===== src/hw/kernel_pkg.sv =====
`default_nettype none

package kernel_pkg;

  typedef logic [14:0] host_addr_t;

  localparam host_addr_t ADDR_DATA0       = 15'h000;  // 8 words, 4-byte steps
  localparam host_addr_t ADDR_AW_PUSH     = 15'h020;
  localparam host_addr_t ADDR_W_PUSH      = 15'h030;
  localparam host_addr_t ADDR_AR_PUSH     = 15'h040;
  localparam host_addr_t ADDR_B_VALID     = 15'h050;
  localparam host_addr_t ADDR_B_POP       = 15'h054;
  localparam host_addr_t ADDR_R_VALID     = 15'h060;
  localparam host_addr_t ADDR_R_POP       = 15'h064;
  localparam host_addr_t ADDR_OCU_RST_ON  = 15'h0c0;
  localparam host_addr_t ADDR_OCU_RST_OFF = 15'h0c4;
  localparam host_addr_t ADDR_CMD_LBA     = 15'h100;
  localparam host_addr_t ADDR_CMD_DPTR    = 15'h104;
  localparam host_addr_t ADDR_CMD_NLB_OPC = 15'h108;
  localparam host_addr_t ADDR_CMD_SUBMIT  = 15'h110;

  typedef logic [63:0]  axi_addr_t;
  typedef logic [127:0] axi_data_t;
  typedef logic [15:0]  axi_strb_t;
  typedef logic [3:0]   axi_id_t;

  typedef enum logic [1:0] {
    RESP_OKAY   = 2'd0,
    RESP_EXOKAY = 2'd1,
    RESP_SLVERR = 2'd2,
    RESP_DECERR = 2'd3
  } axi_resp_t;

  // size sits above addr, shared by AW and AR
  typedef struct packed {
    logic [2:0] size;
    axi_addr_t  addr;
  } addr_req_t;

  typedef struct packed {
    axi_strb_t strb;
    axi_data_t data;
  } wdata_req_t;

  typedef struct packed {
    axi_id_t   id;
    axi_resp_t resp;
  } bresp_t;

  typedef struct packed {
    axi_id_t   id;
    axi_resp_t resp;
    axi_data_t data;
  } rresp_t;

  localparam axi_id_t    K2O_AWID   = 4'd1;
  localparam axi_id_t    K2O_ARID   = 4'd2;
  localparam logic [1:0] BURST_INCR = 2'd1;

endpackage

`default_nettype wire


===== src/hw/host_regs.sv =====
`timescale 1ns/1ps
`default_nettype none

module host_regs
  import kernel_pkg::*;
(
  input  logic        clk,
  input  logic        rstn,
  input  logic        host_en,
  input  logic [3:0]  host_we,
  input  host_addr_t  host_addr,
  input  logic [31:0] host_din,
  output logic [31:0] host_dout,
  output logic        ocu_rstn,
  output logic        aw_push,
  output addr_req_t   aw_req,
  output logic        w_push,
  output wdata_req_t  w_req,
  output logic        ar_push,
  output addr_req_t   ar_req,
  output logic        b_pop,
  input  logic        b_valid,
  input  bresp_t      b_head,
  output logic        r_pop,
  input  logic        r_valid,
  input  rresp_t      r_head,
  output logic        lba_wr,
  output logic        dptr_wr,
  output logic        nlb_opc_wr,
  output logic        submit,
  output logic [31:0] field_data
);

  logic         wr_en;
  logic         rd_en;
  logic         in_data;
  logic [2:0]   word_sel;
  logic [255:0] stage;  // staging buffer, word 0 at the bottom
  logic         ocu_rstn_sw;

  assign wr_en    = host_en && (host_we != '0);
  assign rd_en    = host_en && (host_we == '0);
  assign in_data  = (host_addr[14:5] == ADDR_DATA0[14:5]);
  assign word_sel = host_addr[4:2];

  // pops and field writes act on the host write edge itself
  assign b_pop      = wr_en && (host_addr == ADDR_B_POP);
  assign r_pop      = wr_en && (host_addr == ADDR_R_POP);
  assign lba_wr     = wr_en && (host_addr == ADDR_CMD_LBA);
  assign dptr_wr    = wr_en && (host_addr == ADDR_CMD_DPTR);
  assign nlb_opc_wr = wr_en && (host_addr == ADDR_CMD_NLB_OPC);
  assign submit     = wr_en && (host_addr == ADDR_CMD_SUBMIT);
  assign field_data = host_din;

  always_ff @(posedge clk or negedge rstn) begin
    if (!rstn) begin
      aw_push     <= 1'b0;
      w_push      <= 1'b0;
      ar_push     <= 1'b0;
      ocu_rstn_sw <= 1'b1;
      ocu_rstn    <= 1'b0;
    end else begin
      aw_push  <= wr_en && (host_addr == ADDR_AW_PUSH);
      w_push   <= wr_en && (host_addr == ADDR_W_PUSH);
      ar_push  <= wr_en && (host_addr == ADDR_AR_PUSH);
      ocu_rstn <= ocu_rstn_sw;  // one cycle behind the sw bit
      if (wr_en && (host_addr == ADDR_OCU_RST_ON)) begin
        ocu_rstn_sw <= 1'b0;
      end else if (wr_en && (host_addr == ADDR_OCU_RST_OFF)) begin
        ocu_rstn_sw <= 1'b1;
      end
    end
  end

  always_ff @(posedge clk) begin
    if (wr_en) begin
      if (in_data) begin
        stage[word_sel*32 +: 32] <= host_din;
      end else if (b_pop && b_valid) begin
        stage <= 256'(b_head);
      end else if (r_pop && r_valid) begin
        stage <= 256'(r_head);
      end
      aw_req <= stage[66:0];  // snapshot taken with the push
      w_req  <= stage[143:0];
      ar_req <= stage[66:0];
    end
  end

  always_ff @(posedge clk) begin
    if (rd_en) begin
      if (in_data) begin
        host_dout <= stage[word_sel*32 +: 32];
      end else if (host_addr == ADDR_B_VALID) begin
        host_dout <= 32'(b_valid);
      end else if (host_addr == ADDR_R_VALID) begin
        host_dout <= 32'(r_valid);
      end else begin
        host_dout <= '0;
      end
    end
  end

endmodule

`default_nettype wire


===== config.mk =====
export PLATFORM = sky130hd
export DESIGN_NAME = host_regs
export DESIGN_NICKNAME = d
export VERILOG_FILES = /design/src/hw/kernel_pkg.sv /design/src/hw/host_regs.sv
export SDC_FILE = /design/constraint.sdc
export NUM_CORES = 1
export LEC_CHECK = 0
export BUFFER_PORTS_ARGS = -buffer_cell sky130_fd_sc_hd__buf_2
export CELL_PAD_IN_SITES_DETAIL_PLACEMENT = 0
export CELL_PAD_IN_SITES_GLOBAL_PLACEMENT = 1
export CORE_MARGIN = 2
export CORE_UTILIZATION = 38
export CTS_CLUSTER_DIAMETER = 60
export DETAILED_ROUTE_END_ITERATION = 7
export GPL_TIMING_DRIVEN = 0
export PLACE_DENSITY_LB_ADDON = 0.1
export SLEW_MARGIN = 25
export SYNTH_ARGS = -nofsm -noshare
export SYNTH_HDL_FRONTEND = slang
export SYNTH_SLANG_ARGS = --single-unit
export TNS_END_PERCENT = 100

===== constraint.sdc =====
create_clock -name clk -period 2.9 [get_ports clk]
set_input_delay 0.58 -clock clk [delete_from_list [all_inputs] [get_ports clk]]
set_output_delay 0.58 -clock clk [all_outputs]
set_load 0.02 [all_outputs]

### Yosys cells after proc, flatten, opt, wreduce, memory -nomap -nowiden

Cells that the tools add are included.

| operators by class | value |
|---|---|
| add/sub/neg operators | 1 |
| eq/ne operators | 13 |
| shifts and indexed selects | 3 |
| muxes and demuxes | 9 |
| reductions and logical operators | 21 |

Operators with widths:

| kind | number |
|---|---|
| $mux 256 | 3 |
| $bwmux 256 | 1 |
| $shift 32x34->256 const A | 1 |
| $shiftx 256x9->32 | 1 |
| $shiftx 32x34->256 | 1 |
| $eq 15x7->1 const B | 5 |
| $eq 15x9->1 const B | 4 |
| $neg 8->34 | 1 |
| $mux 32 | 1 |
| $eq 15x6->1 const B | 2 |
| $eq 15x8->1 const B | 2 |
| $logic_and 1x1->1 | 15 |
| $logic_not 10->1 | 1 |
| $logic_not 4->1 | 1 |
| $mux 1 | 4 |
| $reduce_bool 4->1 | 1 |
| $reduce_bool 3->1 | 1 |
| $reduce_and 2->1 | 1 |
| $reduce_bool 2->1 | 1 |

| storage, ports and cells | value |
|---|---|
| register bits | 504 |
| bits of input ports | 196 |
| output and inout bits | 352 |
| word-level logic and storage cells | 58 |

### Depth between registers and ports, before layout

Gate-level depths: netlist (run 1).

| depth | value |
|---|---|
| depth in word-level cells | 7 |
| mapped depth | 12 |
| depth with buffers taken out | 7 |

### Worst setup path after synthesis (run 1)

Ideal clock, no wire load.

| path | value |
|---|---|
| kind | input port to flip-flop |
| start point | input port host_we[1] |
| end point | register stage[134] (enable) |
| setup time | 0.474 ns |
| arrival | 6.684 ns |
| data required time | 2.426 ns |
| slack | -4.259 ns |
| stages on the path | 4 |
| buffers on the path | 0 |
| path through | o41ai_2 > inv_1 > o2111ai_1 > inv_1 |

| between the ends | value |
|---|---|
| word-level cells in the longest chain between the ends | 6 |
| elaborated cells on any way between the ends | 8 |
| those cells by class | reduce/logical (8) |

RTL lines:

| item | line | RTL |
|---|---|---|
| start, declared | host_regs.sv:10 | `input logic [3:0] host_we,` |
| $reduce_bool 4->1 (*) | host_regs.sv:41 | `assign wr_en = host_en && (host_we != '0);` |
| $logic_and 1x1->1 (*) | host_regs.sv:41 |  |
| named net wr_en | host_regs.sv:34 | `logic wr_en;` |
| $logic_and 1x1->1 (on tied branches) | host_regs.sv:47, host_regs.sv:48 |  |
| $logic_and 1x1->1 (on tied branches) | host_regs.sv:79, host_regs.sv:81 |  |
| $reduce_bool 3->1 (no source line) | n/a |  |
| $reduce_and 2->1 (no source line) (*) | n/a |  |
| end signal, assigned by index | host_regs.sv:78 | `stage[word_sel*32 +: 32] <= host_din;` |
| end signal, assigned | host_regs.sv:80 | `stage <= 256'(b_head);` |
| end signal, assigned | host_regs.sv:82 | `stage <= 256'(r_head);` |
| end, declared | host_regs.sv:38 | `logic [255:0] stage;` |

Mark *: on every way through the listed nets, which the timed path passes. The rest lies on a longest branch.
A chain may end at the register's enable or synchronous reset.

### Worst setup path in the final report (run 1)

| path | value |
|---|---|
| start point | input port host_addr[9] |
| end point | output port nlb_opc_wr |

| between the ends | value |
|---|---|
| word-level cells in the longest chain between the ends | 2 |

RTL lines:

| item | line | RTL |
|---|---|---|
| start, declared | host_regs.sv:11 | `input host_addr_t host_addr,` |
| $eq 15x9->1 | host_regs.sv:51 | `assign nlb_opc_wr = wr_en && (host_addr == ADDR_CMD_NLB_OPC);` |
| $logic_and 1x1->1 | host_regs.sv:51 |  |
| end, declared | host_regs.sv:29 | `output logic nlb_opc_wr,` |

No other way between the ends.

==> results of run 1 <==
[registers in the layout (all words and copies together), names as in the netlist]
signal and count:
w_push 1, host_dout 32, stage 256, ocu_rstn 1
w_req 144, ocu_rstn_sw 1, ar_push 1, aw_push 1
[cell usage in the layout, fill, tap and decap left out, drive strengths merged, types with 17 or more instances in the layout]
master  Yosys  final
mux2i      33     33
and2       37     37
a21oi     127    127
buf       238    776
clkinv      0     17
edfxtp    432    432
mux4       64     64
a32o       38     38
a22o       90     90
nor2       40     40
nand2     216    216
clkbuf     62    127
nand3      36     36
[worst max-delay path, stage by stage]
cell	delay [ns]
buf_6	0.09
or4_4	0.57
or4b_4	0.54
nor4_4	0.17
and2_1	0.19
buf_6	0.13
[path summary, 6_finish.rpt]
kind / start / endpoint / slack, ns / depth (start not counted)
max: host_addr[9] / nlb_opc_wr / 0.05 / 6
min: r_head[72] / stage[72] / 0.28 / 2
max reg2reg: stage[126] / host_dout[30] / 1.33 / 3
min reg2reg: ocu_rstn_sw / ocu_rstn / 0.40 / 0
max in group asynchronous: rstn / ocu_rstn_sw / 2.34 / 2
min in group asynchronous: rstn / w_push / 0.34 / 2
[what timing repair did]
action                     CTS  global route
hold endpoints to repair     5             0
buffers inserted            10             2
resized for setup           26            27
hold buffers                 1             0
pin swaps                    5             3
setup endpoints to repair  601           210
[power by group through the flow]
stage	logic (W)	registers (W)	clock network, W
5_1_grt	0.00142	0.00701	0.00618
3_5_place_dp	0.00132	0.00714	0
6_report	0.00135	0.00701	0.00587
4_1_cts	0.00134	0.00701	0.00594
2_1_floorplan	0.000668	0.00722	0
3_3_place_gp	0.00128	0.00716	0
[per-stage QoR]
stage               hold slack [ns]  worst slack (ns)  cell area (um^2)  cells
floorplan                    0.2844            -3.166             20470   1492
global placement             0.3932            -6.227             23920   2702
detailed placement           0.3942            -2.639             24380   2718
CTS                          0.2450          0.003092             25990   2812
global route                 0.2632          -0.02666             26090   2820
finish                       0.2755           0.04932             26110   2826
[layout make-up]
type / count / area [um^2] / share of cell area
antenna: 12 / 30.03 / 0.001150
timing repair buffer: 543 / 3109 / 0.1191
inverter: 8 / 45.04 / 0.001725
multi-input combinational: 747 / 5659 / 0.2168
buffer: 296 / 1836 / 0.07031
clock buffer: 65 / 1285 / 0.04922
sequential: 437 / 13100 / 0.5018
tap: 696 / 870.8 / 0.03336
clock inverter: 22 / 171.4 / 0.006566
[metal layers]
layer | vias up | global-route usage
met5 | - | 0
met4 | 4 | 0.07566
met3 | 116 | 0.05418
met2 | 724 | 0.4705
met1 | 7746 | 0.3645
li1 | 6654 | -
[kinds of logic after synthesis]
family	after synthesis	share of synthesized area
muxes	97	0.08661
DFF	437	0.6403
adders and majority gates	5	0.003058
buffers and inverters	308	0.09034
and+or+nand+nor	371	0.08251
AOI/OAI and AO/OA	274	0.09713
==> impl_metrics.json, run 1 <==
{
  "status": "completed",
  "final_util": 0.4880,
  "yosys-top-cells-count": "432 x edfxtp_1, 216 x nand2_1, 166 x buf_4",
  "synth_top_area_share": 0.6342,
  "crit_required_ns": 2.32,
  "clk_latency_ns": 0.60,
  "cts_made_buffers": 48,
  "nets": 2282,
  "cts.clk_slew.worst_paths_ns": 0.06,
  "area_growth_pct": 27.62,
  "rsz0062_at_grt": "true",
  "dieHeight_um": 236.0,
  "dieArea_um2": 55700,
  "wl_met2_um": 39470,
  "finalSetupTns_ns": 0,
  "synth-seq-area-share": 0.6403,
  "p_comb_frac": 0.095,
  "clkSinkCount": 437,
  "cts_tree": "done",
  "synth_warnings": 0,
  "crit_fanout": 5,
  "setup.worst_path.start_class": "input pin",
  "crit_path_end_kind": "output port",
  "vias": 15240,
  "maxSlewViolCount": 0,
  "ant_nets": 0,
  "grt_max_degree": 84,
  "core_um2": 53500,
  "cts-root-buf": "clkbuf_16",
  "num_rows": 85,
  "cts_max_level": 2,
  "swShare": 0.2434,
  "drt_iter0_markers": 1493,
  "io_pins": 548,
  "drcViolationCount": 0,
  "wl_met3_um": 6420,
  "synthArstFlopShare": 0.01144,
  "wl_um": 78930,
  "vias_per_cell": 5.394,
  "avgRoutedWirePerCell_um": 27.93,
  "synth_top_area_cell": "edfxtp_1",
  "cap_violations": 0,
  "max_slew.worst_pin.slew_ns": 0.9336,
  "syn_avg_cell_area_um2": 13.71,
  "p_leak_nw": 9.941,
  "synth_cells": 1492,
  "p_seq_frac": 0.493,
  "synth.area.top_cells": "edfxtp_1 63%, mux4_2 7.0%, buf_4 6.1%",
  "p_sw_w": 0.003464,
  "yosysMostFrequentCell": "edfxtp_1",
  "dpl.hpwl_um": 60100,
  "hold_viol_final": 0,
  "syn-cell-area_um2": 20460,
  "p_per_area_nw_per_um2": 545.1,
  "synth_cell_types": 44,
  "synth_nets": 1693,
  "synth_edf_count": 432,
  "synth-seq-cells": 437,
  "grt_overflow_total": 0,
  "worstSetupPathType": "in2out",
  "cts_buffer_depth": 3,
  "setup_violations": 0,
  "drive_gt1_frac": 0.4311,
  "clkPwrFrac": 0.413,
  "synth_top_flop_cell": "edfxtp_1",
  "track_usage": 0.2776,
  "dr.max_layer_used": "met5",
  "antenna_found_initial": 10,
  "first_pass_iters": 5,
  "place_congestion": 0.8746,
  "fillers": 4827,
  "initial_core_util": 0.3824,
  "power.internal_w": 0.01077,
  "routedLengthMet1_um": 31010,
  "fin_crit_ns": 2.851,
  "fin_skew_ns": 0.01620,
  "ir_drop_mv": 0.5557,
  "grt_pass1_vias": 14390,
  "hp-class": "in2reg",
  "max_freq_ghz": 0.3508,
  "portBuffers": 514,
  "power_w": 0.01423,
  "die_w_um": 236.0,
  "cp.arrival_ns": 2.27,
  "grt_pass1_wl_um": 109300,
  "period_share": 0.9830,
  "relSlewSlack": 0.3776
}
Power figures use the tool's default switching activity.
==> run 2, diff against run 1 <==
Settings changed: PLACE_DENSITY from default to 0.79, PLACE_DENSITY_LB_ADDON 0.1 to default.
==> impl_metrics.json, run 2 (synthesis results as in run 1) <==
{
  "status": "completed",
  "drive_gt1_frac": 0.4324,
  "largest_register": "stage",
  "fin_skew_ns": 0.02612,
  "io_pins": 548,
  "grt_overflow_total": 0,
  "routedLengthMet1_um": 27500,
  "clkSinkCount": 437,
  "fin_crit_ns": 2.872,
  "crit_required_ns": 2.32,
  "cp.arrival_ns": 2.29,
  "wl_met2_um": 37940,
  "p_leak_nw": 9.908,
  "core_um2": 53500,
  "max_freq_ghz": 0.3481,
  "final_common_cell": "buf_2",
  "ir_drop_mv": 0.3281,
  "dieArea_um2": 55700,
  "crit_start": "host_addr[3]",
  "drt_iter0_markers": 1749,
  "largest_register_ffs": 256,
  "cts_tree": "done",
  "hold_viol_final": 0,
  "ant_nets": 0,
  "p_per_area_nw_per_um2": 535.1,
  "clk_latency_ns": 0.57,
  "die_w_um": 236.0,
  "max_slew.worst_pin.slew_ns": 0.9254,
  "wl_met3_um": 7467,
  "avgRoutedWirePerCell_um": 26.68,
  "portBuffers": 514,
  "cts.clk_slew.worst_paths_ns": 0.06,
  "antenna_found_initial": 9,
  "crit_path_end_kind": "output port",
  "layout_common_cells": "538 x buf_2, 432 x edfxtp_1, 216 x nand2_1",
  "grt_max_degree": 99,
  "maxSlewViolCount": 0,
  "vias_per_cell": 5.552,
  "setup_violations": 0,
  "num_rows": 85,
  "grt_pass1_wl_um": 104800,
  "nets": 2280,
  "wl_um": 75000,
  "drcViolationCount": 0,
  "rr_startpoint": "stage[64]",
  "setup.worst_path.start_class": "input pin",
  "vias": 15610,
  "rsz0062_at_grt": "true",
  "first_pass_iters": 5,
  "cts_buffer_depth": 3,
  "final_cells": 2811,
  "crit_fanout": 22,
  "min_from": "r_head[12]",
  "cts-root-buf": "clkbuf_16",
  "track_usage": 0.2594,
  "dr.max_layer_used": "met5",
  "cts_made_buffers": 45,
  "final_util": 0.4854,
  "worstSetupPathType": "in2out",
  "dieHeight_um": 236.0,
  "dpl.hpwl_um": 56680,
  "grt_pass1_vias": 14800,
  "cap_violations": 0,
  "place_congestion": 0.8945,
  "period_share": 0.9905,
  "initial_core_util": 0.3824,
  "cts_max_level": 2,
  "largestRegisters": "stage: 256 flops, w_req: 144 flops, host_dout: 32 flops",
  "area_growth_pct": 26.93,
  "place_inst": 2716,
  "hp-class": "in2reg",
  "holdWs_ns": 0.3046,
  "power_w": 0.01389,
  "relSlewSlack": 0.3831
}
==> run 2: cell types whose count changed in the layout (fill, tap and decap cells not counted), moves of 2 or more <==
cell and delta:
clkbuf_1 -9, clkinv_1 -2, diode_2 -4, buf_16 -3, buf_4 +3, clkbuf_8 -2
clkbuf_4 -3, clkinv_2 +2
==> run 2: worst paths after layout <==
kind / depth (start not counted) / slack (ns) / endpoint
max: 8 / 0.03 / b_pop
min: 2 / 0.30 / stage[12]
max reg2reg: 3 / 1.20 / host_dout[0]
min reg2reg: 0 / 0.40 / ocu_rstn
max in group asynchronous: 2 / 2.30 / ocu_rstn_sw
min in group asynchronous: 2 / 0.38 / ar_push
==> run 2: cell type report <==
class / instances / area, um^2
Fill cell: 4680 / 27530
Inverter: 8 / 45.04
Clock inverter: 22 / 176.4
Buffer: 296 / 1834
Sequential cell: 437 / 13100
Timing Repair inverter: 1 / 5.005
Antenna cell: 8 / 20.02
Multi-Input combinational cell: 747 / 5654
Tap cell: 696 / 870.8
Timing Repair Buffer: 543 / 3062
Clock buffer: 53 / 1199
==> run 2: worst max-delay path: stages <==
cell	delay, ns
buf_6	0.17
inv_1	0.11
ha_1	0.23
or3b_4	0.45
nor3_4	0.21
nand2_1	0.14
nor3_4	0.19
buf_4	0.19
==> run 2: timing repair <==
item                                    CTS  global route
cloned                                    1             0
endpoints found under the setup margin  545           120
gates resized for setup                  25            29
hold buffers                              1             0
buffers inserted                         11             3
pin swaps                                 4             3
hold endpoints to repair                  4             0
==> run 2: power by group <==
part	switching (W)	internal, W	leakage (nW)
combinational	0.000825	0.000515	4.86
clock	0.00243	0.00312	0.674
sequential	0.0000417	0.00696	4.38
total	0.00329	0.0106	9.91
==> run 2: per-layer routing <==
layer,track usage,vias up
met3,0.05734,141
met4,0.07277,2
met5,0,-
met2,0.4531,966
li1,-,6641
met1,0.3235,7858
==> run 2: through the flow <==
stage,setup WS (ns),cell area (um^2),setup TNS (ns)
finish,0.02750,25960,0
CTS,0.004008,25870,0
global placement,-5.899,23920,-2163.81
floorplan,-3.166,20470,-817.28
global route,-0.03289,25960,-0.1909
detailed placement,-2.715,24310,-1030.39
